## src/mips_isa_pkg.sv

```systemverilog
`default_nettype none

package mips_isa_pkg;

	typedef logic [4:0] reg_idx_t;

	typedef enum logic [5:0] {
		OP_RTYPE = 6'h00,
		OP_ADDI  = 6'h08,
		OP_LW    = 6'h23,
		OP_SW    = 6'h2b
	} opcode_e;

	typedef enum logic [5:0] {
		FN_ADD = 6'h20,
		FN_SUB = 6'h22,
		FN_AND = 6'h24,
		FN_OR  = 6'h25,
		FN_SLT = 6'h2a
	} funct_e;

	typedef struct packed {
		opcode_e    opcode;
		reg_idx_t   rs;
		reg_idx_t   rt;
		reg_idx_t   rd;
		logic [4:0] shamt;
		funct_e     funct;
	} r_form_t;

	typedef struct packed {
		opcode_e     opcode;
		reg_idx_t    rs;
		reg_idx_t    rt;
		logic [15:0] imm;
	} i_form_t;

	// Same 32-bit word, two views
	typedef union packed {
		r_form_t r;
		i_form_t i;
	} instr_t;

endpackage

`default_nettype wire
```

## src/pipe_pkg.sv

```systemverilog
`default_nettype none

package pipe_pkg;

	typedef enum logic [2:0] {
		ALU_ADD,
		ALU_SUB,
		ALU_AND,
		ALU_OR,
		ALU_SLT
	} alu_op_e;

	typedef enum logic [1:0] {
		FWD_REG = 2'd0,
		FWD_WB  = 2'd1,
		FWD_EXM = 2'd2
	} fwd_sel_e;

	typedef struct packed {
		logic    reg_write;
		logic    mem_read;
		logic    mem_write;
		logic    mem_to_reg;
		logic    alu_src_imm;
		alu_op_e alu_op;
	} ctrl_t;

	typedef struct packed {
		mips_isa_pkg::instr_t instr;
	} if_id_t;

	typedef struct packed {
		ctrl_t                  ctrl;
		mips_isa_pkg::reg_idx_t rs;
		mips_isa_pkg::reg_idx_t rt;
		mips_isa_pkg::reg_idx_t dest;
		logic [31:0]            op_a;
		logic [31:0]            op_b;
		logic [31:0]            imm;
	} id_ex_t;

	typedef struct packed {
		ctrl_t                  ctrl;
		mips_isa_pkg::reg_idx_t dest;
		mips_isa_pkg::reg_idx_t rt;    // Store source, for the mem-to-mem copy
		logic [31:0]            alu_result;
		logic [31:0]            store_data;
	} ex_mem_t;

	typedef struct packed {
		ctrl_t                  ctrl;
		mips_isa_pkg::reg_idx_t dest;
		logic [31:0]            result;
	} mem_wb_t;

	typedef struct packed {
		fwd_sel_e   fwd_a;
		fwd_sel_e   fwd_b;
		logic       mem_to_mem;
		logic       stall;
		logic [1:0] id_bypass;    // Bit 0 rs, bit 1 rt
	} hazard_t;

endpackage

`default_nettype wire

```

## src/forward_unit.sv

```systemverilog
`timescale 1ns/1ns
`default_nettype none

module forward_unit (
	input  logic              clk,
	input  logic              arst_n,
	input  pipe_pkg::if_id_t  if_id,
	input  pipe_pkg::id_ex_t  id_ex,
	input  pipe_pkg::ex_mem_t ex_mem,
	input  pipe_pkg::mem_wb_t mem_wb,
	output pipe_pkg::hazard_t haz
);
	import mips_isa_pkg::*;
	import pipe_pkg::*;

	reg_idx_t id_rs;
	reg_idx_t id_rt;
	logic     id_is_store;
	logic     exm_wr;
	logic     wb_wr;
	logic     wb_is_load;

	assign id_rs       = if_id.instr.r.rs;
	assign id_rt       = if_id.instr.r.rt;
	assign id_is_store = (if_id.instr.i.opcode == OP_SW);
	assign exm_wr      = ex_mem.ctrl.reg_write && (ex_mem.dest != '0);
	assign wb_wr       = mem_wb.ctrl.reg_write && (mem_wb.dest != '0);
	assign wb_is_load  = wb_wr && mem_wb.ctrl.mem_read;

	always_comb
	begin
		if (exm_wr && (ex_mem.dest == id_ex.rs))
			haz.fwd_a = FWD_EXM;
		else if (wb_wr && (mem_wb.dest == id_ex.rs))
			haz.fwd_a = FWD_WB;
		else
			haz.fwd_a = FWD_REG;

		if (exm_wr && (ex_mem.dest == id_ex.rt))
			haz.fwd_b = FWD_EXM;
		else if (wb_wr && (mem_wb.dest == id_ex.rt))
			haz.fwd_b = FWD_WB;
		else
			haz.fwd_b = FWD_REG;

		haz.mem_to_mem = ex_mem.ctrl.mem_write && wb_is_load && (ex_mem.rt == mem_wb.dest);

		// A store of the loaded value is left to the mem-to-mem copy
		haz.stall = id_ex.ctrl.mem_read && (id_ex.dest != '0) &&
			((id_ex.dest == id_rs) || ((id_ex.dest == id_rt) && !id_is_store));

		haz.id_bypass[0] = wb_wr && (mem_wb.dest == id_rs);
		haz.id_bypass[1] = wb_wr && (mem_wb.dest == id_rt);
	end

	// Only a load in EX stalls decode, and for one cycle
	a_stall_load: assert property (@(posedge clk) disable iff (!arst_n)
		haz.stall |-> (id_ex.ctrl.mem_to_reg && !id_ex.ctrl.mem_write) ##1 !haz.stall)
		else $error("load-use stall without load in EX or longer than one cycle");

	// Store data came from the load in EX/MEM one cycle earlier
	a_m2m_store: assert property (@(posedge clk) disable iff (!arst_n)
		haz.mem_to_mem |-> !ex_mem.ctrl.reg_write && mem_wb.ctrl.mem_to_reg &&
			$past(haz.fwd_b == FWD_EXM))
		else $error("mem-to-mem copy without store after load");

endmodule

`default_nettype wire

```

## config.mk

```make
export PLATFORM = sky130hd
export DESIGN_NAME = forward_unit
export DESIGN_NICKNAME = d
export VERILOG_FILES = /design/src/mips_isa_pkg.sv /design/src/pipe_pkg.sv /design/src/forward_unit.sv
export SDC_FILE = /design/constraint.sdc
export NUM_CORES = 1
export LEC_CHECK = 0
export ABC_AREA = 0
export BUFFER_PORTS_ARGS = -buffer_cell sky130_fd_sc_hd__buf_2
export CORE_AREA = 2 2 113 115
export DETAILED_ROUTE_END_ITERATION = 10
export DIE_AREA = 0 0 115 117
export GPL_TIMING_DRIVEN = 1
export PLACE_DENSITY = 0.49
export SLEW_MARGIN = 10
export SYNTH_ARGS = -nofsm -noshare
export SYNTH_HDL_FRONTEND = slang
export SYNTH_SLANG_ARGS = --single-unit
```

## constraint.sdc

```tcl
create_clock -name vclk -period 1.25
set_input_delay 0 -clock vclk [all_inputs]
set_output_delay 0 -clock vclk [all_outputs]
set_load 0.05 [all_outputs]
```

**Yosys cells after proc, flatten, opt, wreduce, memory -nomap -nowiden**

Cells that the tools add are included.

- Shift-type cells: 0
- Add/sub/neg operators: 0
- Equal/unequal tests: 10
- Bitwise logic cells: 0
- Divide/modulo/power cells: 0
- Multiplexer cells: 4
- Reductions and logical operators: 19
- Multiply operators: 0
- Magnitude comparators: 0

Operators by type and width:

| cell | number |
|---|---|
| 5-bit == test | 9 |
| 5-bit nonzero test | 3 |
| 1-bit logical AND | 14 |
| 6-bit == test, second input constant | 1 |
| 2-bit two-way mux | 2 |
| 1-bit two-way mux | 2 |
| 1-bit zero test | 1 |
| 1-bit logical OR | 1 |

- Bits in latches: 0
- Memories: 0
- Input bits: 280
- Bits in read-only memories: 0
- Output and inout bits: 8
- RAM bits: 0
- Flip-flop bits (word level): 0

**Longest topological paths before layout**

Gate-level depths: netlist of the first run.

- Word-level depth: 5
- Depth in mapped cells: 5
- Mapped depth without buffers: 4

**Worst setup path before layout of the first run**

No wires, ideal clock.

- Kind: input port to output port
- From: in ex_mem[73] (netlist name)
- To: out haz[4] (netlist name)
- Data required time: 1.250 ns
- Buffers on the path: 0
- Slack: -1.068 ns
- Arrival: 2.318 ns
- Cell stages on the path: 4
- Cells stage by stage: or4_1 -> o21ai_2 -> nor4_1 -> nor4_2

RTL lines:

| element | line | source |
|---|---|---|
| start: declaration | forward_unit.sv:9 | `input pipe_pkg::ex_mem_t ex_mem,` |
| end: declaration | forward_unit.sv:11 | `output pipe_pkg::hazard_t haz` |

==> run summary, run 1 <==
top post-synthesis cells by count - xor2_1, xnor2_1, nand3_1
area added between synthesis and finish - 128.6%
Slew Limit Headroom - 0.8063
die width - 115 um
# DRC - 0
DP Wirelength - 2.970 mm
syn_nets - 358
die area - 0.01346 mm^2
synthesized netlist cell count - 78
Compound-Gate Fraction of Synth Area - 0.04462
main combinational cell family by area after synthesis - XOR/XNOR gates
Core ar. - 0.01231 mm^2
min Tclk post-route - 1.303 ns
Ys Warns - 0
IO Count - 288
type of the most critical hold path - input pin to output pin
failing checks - negative setup slack
HP Start - mem_wb[43]
Max Clock Freq - 767.4 MHz
max cap viols - 0
worst hold path depth - 4
Leakage - 0.5588 nW
Critical Path RT - 1.25 ns
Placer Congestion - 0.7135
FF/Latch Area - 0 um^2
post-synthesis xor/xnor area fraction - 0.6389
Avg Cell Area, Syn - 7.908 um^2
RSZ-0062 raised after global routing - yes
wire length per cell - 10.70 um
hold_ws - 0.3494 ns
first-pass GRT wire length - 4.678 mm
Peak supply drop - 0.1147 mV
met2 routed WL - 1.528 mm
ANT nets after route - 0
worst-path fanout max - 2
top layer used by detailed routing - met3
most frequent cell after synthesis - xor2_1
PwrDens - 305.9 mW/mm^2
Synth top area share - 0.3408
Worst Hold Path EP - haz[3]
via count - 845
worst slew pin tran - 0.2885 ns
Setup crit end kind - output pin
Total GRT Usage - 0.04593
Die Y - 117 um
final worst-path cycle share - 1.042
initial drt markers - 23
starting density of the core - 0.05010
setup violators final - 2
Seq/Total Area, Yosys - 0
post-synthesis adder-cell area fraction - 0
Yosys top cell by area - xor2_1
post-synthesis mux area share - 0
maximum number of pins on one net before global-route repair - 6
WP data arrival - 1.30 ns
CTS Hold Bufs - 0
Synth area leaders - xor2_1, xnor2_1, or4_1
Nets - 434
share of layout cells above drive strength 1 - 0.6250
Layout Utilization - 0.1145
Congestion Overflow GR - 0
DR vias/cell - 2.789
overall power - 0.0004313 W
setup_tns - -0.1040 ns
Final WS setup - -0.05302 ns
Pins Over Slew Limit - 0
Startpoint Class - input pin
vias in the first global route - 846
number of core rows - 41
CP Class - input pin to output pin
Synth Area in Simple Gates - 0.2596
Unique masters post-synth - 14
status - finished with violations
CLK BUF - 0
initial antenna violation count - 1
Netlist Area Pre-Place - 616.8 um^2
FF+latch count - 0
Routed met3 length - 252 um
final wirelength - 3.243 mm
IO buf count - 59
Final Hold Violating Endpoints - 0
Pre-antenna DRT Iters - 2
WL met1 - 1.462 mm
==> routing by layer <==
layer / vias to the layer above / GRT usage
met3: 0 / 0.006694
met1: 377 / 0.06264
met5: - / 0
li1: 423 / -
met4: 0 / 0
met2: 45 / 0.08196
==> cells in the final DEF, fill, tap and decap left out <==
master / netlist / final
nand4_1: 2 / 2
nand3_2: 0 / 1
nor3_1: 3 / 2
buf_8: 0 / 1
buf_4: 4 / 22
buf_6: 0 / 10
nor3_2: 0 / 1
xor2_1: 24 / 24
o21ai_0: 1 / 1
or4_1: 5 / 1
or4_4: 0 / 4
o21ai_4: 0 / 2
xnor2_1: 21 / 19
nor4_4: 0 / 4
nor4_2: 2 / 2
diode_2: 0 / 1
nor4bb_1: 1 / 1
buf_2: 1 / 46
xnor2_2: 0 / 2
nand3_1: 7 / 6
a21oi_1: 1 / 1
==> worst max-delay path by stage <==
stage               start     end  slack (ns)  cells after the start
2_1_floorplan  mem_wb[36]  haz[4]       -0.21                      4
3_3_place_gp   mem_wb[36]  haz[6]       -0.18                      5
3_5_place_dp   mem_wb[36]  haz[4]       -0.19                      5
4_1_cts        id_ex[102]  haz[4]        -0.1                      5
5_1_grt        ex_mem[70]  haz[4]       -0.13                      6
6_report       id_ex[110]  haz[6]       -0.05                      5
==> power by group <==
group | leakage (nW) | internal (W) | switching, W
sequential | 0 | 0 | 0
combinational | 0.559 | 0.000222 | 0.000209
clock | 0.00000634 | 0.000000000107 | 0
==> critical path, cell delays in order <==
cell    delay [ns]
buf_2         0.11
xor2_1        0.15
or4_4         0.55
nor4_4        0.30
buf_6         0.19
==> final cells by class <==
cell class | count | area (um^2)
timing repair buffer | 79 | 523.0
multi-input combinational | 73 | 696.9
antenna | 1 | 2.502
tap | 150 | 187.7
fill | 1428 | 10900
==> logic make-up (layout without fill, tap and decap cells) <==
logic type             after synthesis  in the layout
other                                0              1
buffers and inverters                5             79
XOR/XNOR                            45             45
AND/OR/NAND/NOR                     24             24
AO/OA/AOI/OAI                        4              4
==> what timing repair did <==
item                       4_1_cts  5_1_grt
resized for setup               17       10
buffers inserted                 0        1
hold endpoints to repair         0        0
pin swaps                        2        3
setup endpoints to repair        6        6
==> stage by stage <==
| step | worst slack [ns] | cells | cell area, um^2 |
|---|---|---|---|
| after floorplan | -0.2082 | 78 | 718.2 |
| after global placement | -0.1803 | 301 | 1291 |
| after detailed placement | -0.1852 | 301 | 1291 |
| after CTS | -0.09741 | 301 | 1343 |
| after global routing | -0.1327 | 302 | 1408 |
| final | -0.05302 | 303 | 1410 |
Power figures use the tool's default switching activity.
==> inputs of run 2 (changes only) <==
SETUP_SLACK_MARGIN = 0.02   (was not set)
==> run 2 against run 1 <==
Compared with the run above:
- the flow still finishes with violations (negative setup slack)
- global-route usage is the same
- utilization grew 0.20 points
- final area grew 1.8%
- routed wire length shrank 1.1%
- sequential cell count is the same
==> run summary, run 2 (same netlist as run 1, synthesis figures left out) <==
most frequent cells in the layout - buf_2, xor2_1, buf_4
Clock power frac - 0
Critical Path RT - 1.25 ns
initial antenna violation count - 1
Final WS setup - -0.05302 ns
failing checks - negative setup slack
CTS Hold Bufs - 0
met1 GRT Util - 0.06264
Total GRT Usage - 0.04593
Finished Cell Area - 0.001435 mm^2
vias in the first global route - 846
Die Y - 117 um
final wirelength - 3.206 mm
PwrDens - 306.9 mW/mm^2
FF+latch count - 0
max cap viols - 0
dpl cell area - 0.001291 mm^2
RSZ-0062 raised after global routing - yes
wire length per cell - 10.58 um
Nets - 434
starting density of the core - 0.05010
die area - 0.01346 mm^2
maximum number of pins on one net before global-route repair - 6
Internal Pwr Total - 0.0002242 W
area added between synthesis and finish - 132.7%
fraction of met3 tracks used by global routing - 0.006694
DP Wirelength - 2.970 mm
Placer Congestion - 0.7135
WP data arrival - 1.30 ns
Core ar. - 0.01231 mm^2
final worst-path cycle share - 1.042
pre-CTS WS - -0.1852 ns
share of layout cells above drive strength 1 - 0.6250
type of the most critical hold path - input pin to output pin
combinational share of power - 1.000
Max Clock Freq - 767.5 MHz
Final Hold Violating Endpoints - 0
Peak supply drop - 0.1170 mV
die width - 115 um
number of core rows - 41
setup violators final - 2
first-pass GRT wire length - 4.678 mm
Pre-antenna DRT Iters - 3
Net Sw Frac - 0.4909
FF/Latch Area - 0 um^2
via count - 844
min Tclk post-route - 1.303 ns
CP Class - input pin to output pin
IO buf count - 59
Setup crit end kind - output pin
# DRC - 0
GR Layer Usage met2 - 0.08196
Leakage - 0.5644 nW
grt peak-use layer - met2
Reg power frac - 0
Startpoint Class - input pin
CLK BUF - 0
setup_tns - -0.1027 ns
initial drt markers - 10
worst slew pin tran - 0.2885 ns
ANT nets after route - 0
Slew Limit Headroom - 0.8063
Pins Over Slew Limit - 0
status - finished with violations
worst-path fanout max - 2
Psw - 0.0002162 W
Layout Utilization - 0.1166
DR vias/cell - 2.785
most common cell after layout, fill and taps aside - buf_2
IO Count - 288
Congestion Overflow GR - 0
==> run 2: per-stage QoR <==
| step | power, W | hold WS (ns) | instances |
|---|---|---|---|
| floorplan | 0.0002154 | 0.1576 | 78 |
| detailed placement | 0.0004049 | 0.4016 | 301 |
| global placement | 0.0003957 | 0.3894 | 301 |
| CTS | 0.0004198 | 0.3548 | 301 |
| finish | 0.0004404 | 0.3494 | 303 |
| global route | 0.0004774 | 0.3779 | 302 |
==> run 2: area by class of cell <==
| cell class | instances | area [um^2] |
|---|---|---|
| well taps | 150 | 187.7 |
| fillers | 1424 | 10880 |
| diodes | 1 | 2.502 |
| multi-input cells | 73 | 714.4 |
| repair buffers | 79 | 530.5 |
==> run 2: final timing paths <==
kind	start	to	slack, ns	depth (start not counted)
min	mem_wb[43]	haz[3]	0.35	4
max	id_ex[110]	haz[6]	-0.05	5
==> run 2: routing by layer <==
metal	routed length [um]	up-vias
met1	1436	376
met2	1518	45
met3	252	0
li1	-	423
met4	0	0
met5	0	-
==> run 2: power by group through the flow <==
| stage | clock (W) | sequential [W] | combinational, W |
|---|---|---|---|
| after floorplan | 0 | 0 | 0.000215 |
| after CTS | 0 | 0 | 0.000420 |
| after detailed placement | 0 | 0 | 0.000405 |
| final | 0.000000000107 | 0 | 0.000440 |
| after global routing | 0 | 0 | 0.000477 |
| after global placement | 0 | 0 | 0.000396 |
==> run 2: repair_timing <==
action                                  CTS  global route
setup buffers                             0             1
gates resized for setup                  19            12
endpoints found under the setup margin    6             6
pin swaps                                 2             4
==> run 2: critical path, cell delays in order <==
cell and delay (ns):
buf_2 0.11, xor2_1 0.15, or4_4 0.55, nor4_4 0.30
buf_6 0.19
==> inputs of run 3 (changes only) <==
CELL_PAD_IN_SITES_DETAIL_PLACEMENT = 1   (was not set)
CELL_PAD_IN_SITES_GLOBAL_PLACEMENT = 1   (was not set)
CORE_AREA = 2 2 112 114   (was 2 2 113 115)
DIE_AREA = 0 0 114 116   (was 0 0 115 117)
PLACE_DENSITY = not set   (was 0.49)
PLACE_DENSITY_LB_ADDON = 0.08   (was not set)
==> run 3 against run 2 <==
Compared with the run above:
- the run still ends with negative setup slack left
- routed wire length grew 17%
- final area down 1.4%
- die area decreased by 1.7%
- utilization increased by 0.22 points
- via count down 1.8%
- clock-buffer cell count unchanged
- critical path type unchanged
==> run summary, run 3 (same netlist as run 1, synthesis figures left out) <==
Setup crit end kind - output pin
maximum number of pins on one net before global-route repair - 6
IO buf count - 59
pre-CTS WS - -0.1999 ns
setup_tns - -0.1248 ns
share of layout cells above drive strength 1 - 0.6014
Total GRT Usage - 0.05544
final worst-path cycle share - 1.060
Pre-antenna DRT Iters - 3
area added between synthesis and finish - 129.4%
PwrDens - 307.5 mW/mm^2
# DRC - 0
Nets - 430
die width - 114 um
status - finished with violations
FF+latch count - 0
DP Cell Count - 294
Max Clock Freq - 754.6 MHz
Crit. Startpoint - id_ex[102]
DR vias/cell - 2.810
Top Family by Delay on Critical Path - simple AND/OR/NAND/NOR gates
Slew Limit Headroom - 0.7993
max cap viols - 0
type of the most critical hold path - input pin to output pin
vias in the first global route - 954
Leakage - 0.5476 nW
Die Y - 116 um
Critical Path RT - 1.25 ns
crit path cell chain - buf_4 > xor2_1 > or4_4 > nor4_4 > buf_6
WP data arrival - 1.33 ns
starting density of the core - 0.05179
first-pass GRT wire length - 5.630 mm
ANT nets after route - 0
failing checks - negative setup slack
Final Hold Violating Endpoints - 0
IO Count - 288
number of core rows - 40
CP Class - input pin to output pin
most frequent cells in the layout - buf_2, xor2_1, xnor2_1
most common cell after layout, fill and taps aside - buf_2
post-route insts no fill - 295
min Tclk post-route - 1.325 ns
wire length per cell - 12.69 um
initial antenna violation count - 1
Congestion Overflow GR - 0
setup violators final - 2
Core ar. - 0.01191 mm^2
RSZ-0062 raised after global routing - yes
crit path capture - haz[4]
CP max stage cell - or4_4
initial drt markers - 15
Startpoint Class - input pin
worst slew pin tran - 0.2988 ns
Pins Over Slew Limit - 0
FF/Latch Area - 0 um^2
CLK BUF - 0
worst-path fanout max - 2
die area - 0.01322 mm^2
Placer Congestion - 0.7206
final wirelength - 3.743 mm
diode count - 0
Peak supply drop - 0.07787 mV
Stages on worst setup path - 5
Buf/Inv on CP - 2
DP Wirelength - 3.494 mm
Final WS setup - -0.07521 ns
Crit path largest cell delay - 0.55 ns
worst hold path depth - 4
via count - 829
-- run 3: timing repair --
item | in CTS | in global routing
pin swaps | 3 | 4
cloned | 0 | 0
endpoints found under the setup margin | 7 | 7
buffers inserted | 1 | 0
hold buffers | 0 | 0
resized for setup | 26 | 11
-- run 3: how the worst min path moves through the flow --
stage,startpoint,end,slack [ns]
after floorplan,ex_mem[81],haz[7],0.16
after global placement,id_ex[117],haz[2],0.41
after detailed placement,mem_wb[43],haz[3],0.41
after CTS,mem_wb[43],haz[3],0.39
after global routing,mem_wb[43],haz[3],0.40
final,mem_wb[43],haz[3],0.36
-- run 3: through the flow --
stage	area (um^2)	power [W]	hold slack, ns	utilization
2_1_floorplan	718.2	0.0002154	0.1576	-
6_report	1415	0.0004351	0.3556	0.1188
4_1_cts	1359	0.0004283	0.3918	0.1141
3_5_place_dp	1257	0.0004003	0.4118	0.1056
5_1_grt	1415	0.0004785	0.3958	0.1188
3_3_place_gp	1257	0.0003979	0.4061	0.1056
-- run 3: area by class of cell --
cell class	instances	area [um^2]
timing repair buffer	75	529.3
fill	1426	10500
tap	147	183.9
multi-input combinational	73	701.9
-- run 3: metal layers --
metal  global-route usage  wire [um]
met5                    0         13
met4                    0          0
met3              0.01778        415
met2              0.09643       1679
met1              0.07167       1634
-- run 3: power breakdown --
group          internal, W  leakage (nW)  switching [W]  total [W]
combinational     0.000221         0.548       0.000214   0.000435
sequential               0             0              0          0
clock                    0             0              0          0
total             0.000221         0.548       0.000214   0.000435
-- run 3: worst min-delay path, delay by kind of cell --
| family | cells | cell delay [ns] |
|---|---|---|
| AND/OR/NAND/NOR | 2 | 0.12 |
| buffers and inverters | 2 | 0.24 |
